<file path="config.mk">
export PLATFORM = sky130hd
export DESIGN_NAME = ecc_store_top
export DESIGN_NICKNAME = d
export VERILOG_FILES = /design/src/ecc_pkg.sv /design/src/store_pkg.sv /design/src/ecc_bank.sv /design/src/ecc_read_port.sv /design/src/ecc_store_top.sv /design/src/ecc_write_port.sv
export SDC_FILE = /design/constraint.sdc
export NUM_CORES = 1
export LEC_CHECK = 0
export ABC_AREA = 0
export ABC_CLOCK_PERIOD_IN_PS = 4850
export BUFFER_PORTS_ARGS = -buffer_cell sky130_fd_sc_hd__clkbuf_2
export CAP_MARGIN = 15
export CELL_PAD_IN_SITES_DETAIL_PLACEMENT = 0
export CELL_PAD_IN_SITES_GLOBAL_PLACEMENT = 1
export CORE_MARGIN = 2
export CORE_UTILIZATION = 45
export DETAILED_ROUTE_END_ITERATION = 10
export GPL_TIMING_DRIVEN = 0
export PLACE_DENSITY_LB_ADDON = 0.05
export SLEW_MARGIN = 15
export SYNTH_ARGS = -nofsm -noshare
export SYNTH_HDL_FRONTEND = slang
export SYNTH_HIERARCHICAL = 1
export SYNTH_SLANG_ARGS = --single-unit
</file>
<file path="constraint.sdc">
create_clock -name clk -period 4.85 [get_ports clk]
set_input_delay 0.7275 -clock clk [delete_from_list [all_inputs] [get_ports clk]]
set_output_delay 0.7275 -clock clk [all_outputs]
set_load 0.02 [all_outputs]
</file>
<file path="src/ecc_pkg.sv">
package ecc_pkg;

   // hamming code for a 32-bit word, plus one overall parity bit.
   localparam int DATA_W = 32;
   localparam int ECC_W  = 7;
   localparam int SYN_W  = 6;
   localparam int CODE_W = 39;

   // data bits fill positions 1 to 38 that are not powers of two.
   function automatic logic [ECC_W-1:0] check_bits(input logic [DATA_W-1:0] data);
      logic [ECC_W-1:0] cb;
      int               d;
      cb = '0;
      d  = 0;
      for (int p = 1; p < CODE_W; p++) begin
         if ((p & (p - 1)) != 0) begin
            for (int k = 0; k < SYN_W; k++) begin
               if (((p >> k) & 1) == 1) begin
                  cb[k] = cb[k] ^ data[d];
               end
            end
            d++;
         end
      end
      // overall parity across data and the six hamming bits.
      cb[ECC_W-1] = (^data) ^ (^cb[SYN_W-1:0]);
      return cb;
   endfunction

   // bits 5:0 give the failing position, bit 6 the parity of the stored codeword.
   function automatic logic [ECC_W-1:0] syndrome(input logic [DATA_W-1:0] data,
                                                 input logic [ECC_W-1:0]  ecc);
      logic [ECC_W-1:0] cb;
      logic [ECC_W-1:0] syn;
      cb                = check_bits(data);
      syn[SYN_W-1:0]    = cb[SYN_W-1:0] ^ ecc[SYN_W-1:0];
      syn[ECC_W-1]      = (^data) ^ (^ecc);
      return syn;
   endfunction

endpackage

</file>
<file path="src/store_pkg.sv">
package store_pkg;

   // eight words, one bank each.
   localparam int NUM_WORDS = 8;
   localparam int ADDR_W    = 3;

endpackage

</file>
<file path="src/ecc_bank.sv">
`timescale 1ns/1ps

module ecc_bank (
   input  logic                        clk,
   input  logic                        rst_l,
   input  logic                        we,
   input  logic                        clear,
   input  logic [ecc_pkg::DATA_W-1:0]  code_data,
   input  logic [ecc_pkg::ECC_W-1:0]   code_ecc,
   output logic [ecc_pkg::DATA_W-1:0]  word_data,
   output logic [ecc_pkg::ECC_W-1:0]   word_ecc,
   output logic                        word_written
);

   logic [ecc_pkg::CODE_W-1:0] code_q;
   logic                       written_q;

   // clear beats a write in the same cycle.
   always_ff @(posedge clk or negedge rst_l) begin
      if (!rst_l) begin
         code_q    <= '0;
         written_q <= 1'b0;
      end else if (clear) begin
         code_q    <= '0;
         written_q <= 1'b0;
      end else if (we) begin
         code_q    <= {code_ecc, code_data};
         written_q <= 1'b1;
      end
   end

   assign word_data    = code_q[ecc_pkg::DATA_W-1:0];
   assign word_ecc     = code_q[ecc_pkg::CODE_W-1:ecc_pkg::DATA_W];
   assign word_written = written_q;

endmodule

</file>
<file path="src/ecc_read_port.sv">
`timescale 1ns/1ps

module ecc_read_port (
   input  logic                                                 clk,
   input  logic                                                 rst_l,
   input  logic                                                 rd_en,
   input  logic [store_pkg::ADDR_W-1:0]                         rd_addr,
   input  logic                                                 sed_ded,
   input  logic [store_pkg::NUM_WORDS-1:0][ecc_pkg::DATA_W-1:0] all_data,
   input  logic [store_pkg::NUM_WORDS-1:0][ecc_pkg::ECC_W-1:0]  all_ecc,
   input  logic [store_pkg::NUM_WORDS-1:0]                      all_written,
   output logic                                                 rd_valid,
   output logic                                                 rd_hit,
   output logic [ecc_pkg::DATA_W-1:0]                           rd_data,
   output logic [ecc_pkg::ECC_W-1:0]                            rd_ecc,
   output logic                                                 single_err,
   output logic                                                 double_err
);

   logic [ecc_pkg::DATA_W-1:0] sel_data;
   logic [ecc_pkg::ECC_W-1:0]  sel_ecc;
   logic                       sel_written;
   logic [ecc_pkg::ECC_W-1:0]  syn;
   logic [ecc_pkg::ECC_W-1:0]  syn_eff;
   logic                       err_any;
   logic                       single;
   logic                       double;
   logic [ecc_pkg::CODE_W-1:0] code_in;
   logic [ecc_pkg::CODE_W-1:0] err_mask;
   logic [ecc_pkg::CODE_W-1:0] code_fix;
   logic [ecc_pkg::DATA_W-1:0] fix_data;
   logic [ecc_pkg::ECC_W-1:0]  fix_ecc;

   assign sel_data    = all_data[rd_addr];
   assign sel_ecc     = all_ecc[rd_addr];
   assign sel_written = all_written[rd_addr];

   // detect-only mode turns every error into a double.
   assign syn     = ecc_pkg::syndrome(sel_data, sel_ecc);
   assign syn_eff = {syn[ecc_pkg::ECC_W-1] & ~sed_ded, syn[ecc_pkg::SYN_W-1:0]};
   assign err_any = sel_written & (syn_eff != '0);
   assign single  = err_any & syn_eff[ecc_pkg::ECC_W-1];
   assign double  = err_any & ~syn_eff[ecc_pkg::ECC_W-1];

   // codeword bit p-1 holds position p; the top bit is the overall parity.
   always_comb begin
      int d;
      int k;
      d = 0;
      k = 0;
      for (int p = 1; p < ecc_pkg::CODE_W; p++) begin
         if ((p & (p - 1)) == 0) begin
            code_in[p-1] = sel_ecc[k];
            k++;
         end else begin
            code_in[p-1] = sel_data[d];
            d++;
         end
      end
      code_in[ecc_pkg::CODE_W-1] = sel_ecc[ecc_pkg::ECC_W-1];
   end

   // zero position means the parity bit itself failed.
   always_comb begin
      for (int i = 0; i < ecc_pkg::CODE_W - 1; i++) begin
         err_mask[i] = (syn_eff[ecc_pkg::SYN_W-1:0] == ecc_pkg::SYN_W'(i + 1));
      end
      err_mask[ecc_pkg::CODE_W-1] = (syn_eff[ecc_pkg::SYN_W-1:0] == '0);
   end

   assign code_fix = single ? (code_in ^ err_mask) : code_in;

   always_comb begin
      int d;
      int k;
      d = 0;
      k = 0;
      for (int p = 1; p < ecc_pkg::CODE_W; p++) begin
         if ((p & (p - 1)) == 0) begin
            fix_ecc[k] = code_fix[p-1];
            k++;
         end else begin
            fix_data[d] = code_fix[p-1];
            d++;
         end
      end
      fix_ecc[ecc_pkg::ECC_W-1] = code_fix[ecc_pkg::CODE_W-1];
   end

   always_ff @(posedge clk or negedge rst_l) begin
      if (!rst_l) begin
         rd_valid   <= 1'b0;
         rd_hit     <= 1'b0;
         single_err <= 1'b0;
         double_err <= 1'b0;
      end else begin
         rd_valid   <= rd_en;
         rd_hit     <= rd_en & sel_written;
         single_err <= rd_en & single;
         double_err <= rd_en & double;
      end
   end

   always_ff @(posedge clk) begin
      if (rd_en) begin
         rd_data <= fix_data;
         rd_ecc  <= fix_ecc;
      end
   end

endmodule

</file>
<file path="src/ecc_store_top.sv">
`timescale 1ns/1ps

module ecc_store_top (
   input  logic                         clk,
   input  logic                         rst_l,
   input  logic                         wr_en,
   input  logic                         wr_raw,
   input  logic [store_pkg::ADDR_W-1:0] wr_addr,
   input  logic [ecc_pkg::DATA_W-1:0]   wr_data,
   input  logic [ecc_pkg::ECC_W-1:0]    wr_ecc,
   input  logic                         clear,
   input  logic                         sed_ded,
   input  logic                         rd_en,
   input  logic [store_pkg::ADDR_W-1:0] rd_addr,
   output logic                         rd_valid,
   output logic                         rd_hit,
   output logic [ecc_pkg::DATA_W-1:0]   rd_data,
   output logic [ecc_pkg::ECC_W-1:0]    rd_ecc,
   output logic                         single_err,
   output logic                         double_err
);

   logic [ecc_pkg::DATA_W-1:0]                           code_data;
   logic [ecc_pkg::ECC_W-1:0]                            code_ecc;
   logic [store_pkg::NUM_WORDS-1:0]                      bank_we;
   logic [store_pkg::NUM_WORDS-1:0][ecc_pkg::DATA_W-1:0] word_data;
   logic [store_pkg::NUM_WORDS-1:0][ecc_pkg::ECC_W-1:0]  word_ecc;
   logic [store_pkg::NUM_WORDS-1:0]                      word_written;

   ecc_write_port u_write_port (
      .wr_en     (wr_en),
      .wr_raw    (wr_raw),
      .wr_addr   (wr_addr),
      .wr_data   (wr_data),
      .wr_ecc    (wr_ecc),
      .code_data (code_data),
      .code_ecc  (code_ecc),
      .bank_we   (bank_we)
   );

   for (genvar i = 0; i < store_pkg::NUM_WORDS; i++) begin : g_bank
      ecc_bank u_bank (
         .clk          (clk),
         .rst_l        (rst_l),
         .we           (bank_we[i]),
         .clear        (clear),
         .code_data    (code_data),
         .code_ecc     (code_ecc),
         .word_data    (word_data[i]),
         .word_ecc     (word_ecc[i]),
         .word_written (word_written[i])
      );
   end

   ecc_read_port u_read_port (
      .clk         (clk),
      .rst_l       (rst_l),
      .rd_en       (rd_en),
      .rd_addr     (rd_addr),
      .sed_ded     (sed_ded),
      .all_data    (word_data),
      .all_ecc     (word_ecc),
      .all_written (word_written),
      .rd_valid    (rd_valid),
      .rd_hit      (rd_hit),
      .rd_data     (rd_data),
      .rd_ecc      (rd_ecc),
      .single_err  (single_err),
      .double_err  (double_err)
   );

endmodule

</file>
<file path="src/ecc_write_port.sv">
`timescale 1ns/1ps

module ecc_write_port (
   input  logic                               wr_en,
   input  logic                               wr_raw,
   input  logic [store_pkg::ADDR_W-1:0]       wr_addr,
   input  logic [ecc_pkg::DATA_W-1:0]         wr_data,
   input  logic [ecc_pkg::ECC_W-1:0]          wr_ecc,
   output logic [ecc_pkg::DATA_W-1:0]         code_data,
   output logic [ecc_pkg::ECC_W-1:0]          code_ecc,
   output logic [store_pkg::NUM_WORDS-1:0]    bank_we
);

   logic [ecc_pkg::ECC_W-1:0] enc_ecc;

   assign enc_ecc   = ecc_pkg::check_bits(wr_data);
   assign code_data = wr_data;

   // raw writes keep the caller's check bits, error patterns included.
   assign code_ecc  = wr_raw ? wr_ecc : enc_ecc;

   // one-hot bank select.
   always_comb begin
      bank_we          = '0;
      bank_we[wr_addr] = wr_en;
   end

endmodule

</file>
---- Word-level counts from Yosys, hierarchy flattened ----
Index checks and enable logic that the tools add are counted.
storage, ports and cells
  input bits .............................. 52
  register bits after elaboration ......... 363
  word-level logic and storage cells ...... 302
cells by class
  reduce and logical (&&, ||, !) cells .... 15
  magnitude comparators ................... 3
  bitwise operators ....................... 182
  multiplexer cells ....................... 42
  eq/ne operators ......................... 38
operators with widths
  operator                                                    number
  two-way mux 39 bit                                          17
  bitwise XOR 1 bit                                           170
  binary-select mux 32 bit (select 3 bit)                     1
  == test 6 x 5 -> 1 bit, second input constant               16
  parity 32 bit                                               2
  == test 6 x 4 -> 1 bit, second input constant               8
  == test 6 bit, second input constant                        7
  bitwise XOR 39 bit                                          1
  two-way mux 32 bit                                          1
  == test 6 x 3 -> 1 bit, second input constant               4
  binary-select mux 7 bit (select 3 bit)                      1
  two-way mux 1 bit                                           18
  nonzero test 2 bit                                          8
  two-way mux 7 bit                                           2
  == test 6 x 2 -> 1 bit, second input constant               2
  bitwise AND 8 bit                                           1
  less-than comparator 3 x 4 -> 1 bit, second input constant  2
  bitwise AND 1 bit                                           7
  nonzero test 7 bit                                          1
  parity 7 bit                                                1
  == test 6 x 1 -> 1 bit, second input constant               1
  zero test 6 bit                                             1
  parity 6 bit                                                1
  bitwise XOR 6 bit                                           1
  other kinds (5)                                             6

---- Longest topological paths before layout ----
  depth after elaboration ................. 24
  mapped depth ............................ 17
  mapped depth without buffers ............ 10

---- Modules after synthesis ----
Netlist, hierarchy kept.
by module, submodules not included
  module          area an instance (um^2)  times used  sequential area each (um^2)  cells an instance
  ecc_bank        1,651.6                  8           1,001.0                      129
  ecc_read_port   5,985.7                  1           1,271.2                      423
  ecc_write_port  1,027.2                  1           0.0                          113

---- Worst setup path before layout ----
Ideal clock, no wire load.
  kind .................................... input-to-reg
  start point ............................. input port rd_addr[0] (netlist bit)
  end point ............................... register u_read_port/rd_data[12] (netlist bit) (data pin)
  path buffers ............................ 2
  cell stages on the path ................. 12
  path slack .............................. 0.793 ns
  arrival ................................. 3.789 ns
  setup time .............................. 0.268 ns
  data required time ...................... 4.582 ns
  cells stage by stage .................... buf_6 -> buf_6 -> mux4_2 -> mux2i_1 -> xor3_1 -> xnor2_1 -> xnor3_2 -> xor2_4 -> nor2_1 -> nand2_2 -> nor3_1 -> xnor2_1
on the way
  longest elaborated chain between the ends .. 24
  elaborated cells between the ends (all ways) .. 101
  those cells by class .................... 1 x eq/ne; 7 x mux; 90 x bitwise; 3 x reduce/logical
ends and longest elaborated chain
  element                                   RTL line              text
  start, declared                           ecc_store_top.sv:14   input logic [store_pkg::ADDR_W-1:0] rd_addr,
  binary-select mux 32 bit (select 3 bit)   ecc_read_port.sv:34   assign sel_data = all_data[rd_addr];
  two-way mux 32 bit (not written as such)  ecc_read_port.sv:34
  bitwise XOR 1 bit (17 in a row)           ecc_pkg.sv:19         cb[k] = cb[k] ^ data[d];
  bitwise XOR 6 bit                         ecc_pkg.sv:36         syn[SYN_W-1:0] = cb[SYN_W-1:0] ^ ecc[SYN_W-1:0];
  nonzero test 7 bit                        ecc_read_port.sv:41   assign err_any = sel_written & (syn_eff != '0);
  bitwise AND 1 bit                         ecc_read_port.sv:41
  bitwise AND 1 bit                         ecc_read_port.sv:42   assign single = err_any & syn_eff[ecc_pkg::ECC_W-1];
  two-way mux 39 bit (*)                    ecc_read_port.sv:71   assign code_fix = single ? (code_in ^ err_mask) : code_in;
  via u_read_port.code_fix, one bit         ecc_read_port.sv:30   logic [ecc_pkg::CODE_W-1:0] code_fix;
  end signal, assigned                      ecc_read_port.sv:106  rd_data <= fix_data;
  end, declared                             ecc_read_port.sv:14   output logic [ecc_pkg::DATA_W-1:0] rd_data,
Mark *: on every way through the listed nets, which the timed path passes. The rest lies on a longest branch. The select of a mux whose other input is x is not followed.
A chain may end at the register's enable or synchronous reset.

---- Worst setup path in the final report ----
  start point ............................. input port rd_addr[1] (netlist bit)
  end point ............................... register u_read_port/rd_data[30] (netlist bit) (data pin)
Same word-level chain as after synthesis.

==> metrics.csv <==
metric;value;unit
synth_fp_nets;1620;
cts.hold.buffers_added;0;
rsz0062_at_grt;false;
status;finished clean;
io_buffers;89;
holdWs;0.145;ns
r2r_end;u_read_port/rd_data[12];
max_cap_viol_count;0;
crit_path_start_kind;input port;
route.detailed.drc;0;
die_x;216;µm
syn_avg_cell_area;12.9;µm²
cts_inserted_buffers;43;
antenna_cells;0;
pwr-share-clk;39.3;%
wl;61.5;mm
synth_common_cells;mux2i_1 (346), nor2_1 (345), dfrtp_1 (324), xnor2_1 (126), mux4_2 (75);
areaGrowthSynthToFinish;13.2;%
antenna_found_initial;0;
first_iter_violations;1085;
initial_core_util;45.6;%
p_sw_share;29.8;%
vias;12700;
drv_slew;0;
p_leak;9.56;nW
power.internal;5.71;mW
yosysMostFrequentCell;mux2i_1;
dieArea;46700;µm²
fin_skew;0.0138;ns
synth_top_area_share;40.1;%
grt_pass1_vias;13100;
sequentialPowerShare;39.6;%
clock-root-buffer;clkbuf_16;
setup_viol;0;
hold_path.class;in2async;
die_y;216;µm
netlist_top_cells_area;dfrtp_1 (40%), mux2i_1 (17%), mux4_2 (8.4%);
synth.cell_area;20200;µm²
worst-r2r-cell-count;10;
hold_viol;0;
critical_path_peak_fanout;10;
arrival;5.01;ns
synth_flop_cell;dfrtp_1;
clk_pin_slew_worst_paths;0.06;ns
ys_async_sr_fraction;89.3;%
grt_max_degree;92;
yosysWarningCount;6;
clock_sinks;363;
post-route-period-util;97.3;%
htreeDepth;2;
final_layout_size_suffix_gt1_share;23.6;%
dp.cells;2252;
grt_pass1_wl;91.0;mm
p_sw;2.42;mW
relSlewSlack;22.9;%
grt_usage;27.0;%
post_drt_wl_per_cell;26.5;µm
hpwl;42.2;mm
period_needed;4.72;ns
required;5.14;ns
critPathCaptureType;flop;
overflow;0;
power;8.13;mW
ir_drop;0.218;mV
nets;1756;
max_freq;212;MHz
avgViaCountPerCell;5.47;
rows;77;
gp_congestion;0.866;
cts_tree;done;
synth_top_cell_by_area;dfrtp_1;
synthCells;1568;
final_cells;2326;
r2r_setup_slack;0.57;ns
first_pass_iters;5;
clockBufferDepth;3;
synth_cell_types;44;
synth_seq_cells;363;
pwr-share-comb;21.2;%
core-area;44300;µm²
num_io_pins;95;
power.density;355;nW/µm²
ant_nets;0;
ys_seq_area_share;45.9;%
r2r-start;g_bank[3].u_bank/code_q[23];
setup.worst_path.class;in2reg;
clk_latency;0.57;ns
worst_slew_pin_slew;1.14;ns
synth_edf_count;39;
==> power groups by stage <==
stage                     sequential (mW)  combinational (mW)  clock [mW]
after CTS                            3.22                1.73        3.26
after detailed placement             3.27                1.73           0
after global placement               3.27                1.71           0
after floorplan                      3.28                1.15           0
after global routing                 3.22                1.81        3.39
final                                3.22                1.72        3.19
==> worst max-delay path by stage <==
stage,startpoint,endpoint,slack [ns]
floorplan,rd_addr[0],u_read_port/rd_data[12],0.79
detailed placement,rd_addr[2],u_read_port/rd_ecc[0],-0.61
global placement,rst_l,g_bank[1].u_bank/code_q[8],-4.43
global route,rd_addr[1],u_read_port/rd_data[15],0.04
CTS,rd_addr[1],u_read_port/rd_data[30],0.01
finish,rd_addr[1],u_read_port/rd_data[30],0.13
==> registers in the layout, indices dropped and copies added, names as in the netlist <==
name                        count
g_bank.u_bank/word_written      8
u_read_port/rd_ecc              7
u_read_port/rd_valid            1
g_bank.u_bank/code_q          312
u_read_port/rd_hit              1
u_read_port/rd_data            32
u_read_port/single_err          1
u_read_port/double_err          1
==> kinds of logic (layout without fill, tap and decap cells) <==
kind of cell	count (synthesis)	after routing	synth area share [%]
muxes	446	446	27.7
AOI/OAI and AO/OA	9	9	0.285
DFF	363	363	45.9
xor gates and xnor gates	188	188	10.1
buffers and inverters	137	303	6.79
and+or+nand+nor	425	425	9.30
==> through the flow <==
step	util (%)	worst slack (ns)	TNS (ns)	cell area, µm²
2_1_floorplan	-	0.793	0	20200
3_3_place_gp	48.3	-4.43	-1438.64	21400
3_5_place_dp	48.5	-0.608	-22.66	21500
4_1_cts	51.6	0.0128	0	22900
5_1_grt	51.6	0.0361	0	22900
6_report	51.6	0.133	0	22900
==> cell type report <==
type,instances,area [µm²]
Clock inverter,7,60.1
Fill cell,3984,21400
Tap cell,592,741
Sequential cell,363,9280
Clock buffer,68,1310
Timing Repair Buffer,92,537
Buffer,135,1370
Multi-Input combinational cell,1068,9590
Inverter,1,3.75
==> layout by cell type, fill, tap and decap left out, types with 2 or more instances in the layout <==
cell type | netlist | routed
nor2_1 | 345 | 345
mux2i_1 | 346 | 342
dfrtp_1 | 324 | 324
xnor2_1 | 126 | 126
clkbuf_2 | 0 | 88
mux4_2 | 75 | 75
clkbuf_16 | 0 | 45
clkbuf_1 | 33 | 45
buf_4 | 39 | 39
edfxtp_1 | 39 | 39
buf_12 | 34 | 34
xor2_1 | 30 | 30
nor3_2 | 26 | 26
buf_6 | 18 | 18
nor3_1 | 18 | 18
mux2i_2 | 9 | 13
nand2_1 | 12 | 12
clkbuf_8 | 0 | 11
xnor2_2 | 11 | 11
buf_2 | 10 | 9
nand2b_1 | 9 | 9
xnor3_1 | 8 | 8
mux4_1 | 7 | 7
clkinv_2 | 0 | 6
mux2_2 | 6 | 6
nand2_2 | 5 | 5
xnor3_2 | 4 | 4
o21ai_0 | 4 | 4
buf_16 | 0 | 3
mux2i_4 | 3 | 3
a211oi_1 | 3 | 3
xnor2_4 | 3 | 3
and2_1 | 2 | 2
nor2b_1 | 2 | 2
xor2_4 | 2 | 2
xor2_2 | 2 | 2
==> per-layer routing <==
layer  part of all wire, %  up-vias  global-route usage, %
met5                     0        -                      0
li1                      -     5674                      -
met1                    45     6583                   38.2
met2                    48      387                   44.2
met3                   5.3       69                   3.51
met4                   1.5        0                   6.62
==> what timing repair did <==
item                       in CTS  in global routing
buffers inserted                0                  0
pin swaps                       0                  0
gates resized for setup         0                  4
setup endpoints to repair       5                 30
cloned                          0                  0
==> critical path: stages <==
cell     delay, ns
buf_2         0.28
buf_4         0.36
buf_4         0.37
buf_6         0.30
buf_4         0.32
mux2i_2       0.53
xnor2_1       0.28
xnor2_2       0.20
xnor2_1       0.27
xnor2_2       0.17
xor2_1        0.41
nand2_1       0.15
buf_2         0.26
nor3_2        0.23
xnor2_1       0.09
Note: power is estimated with default switching activity, not from simulation.
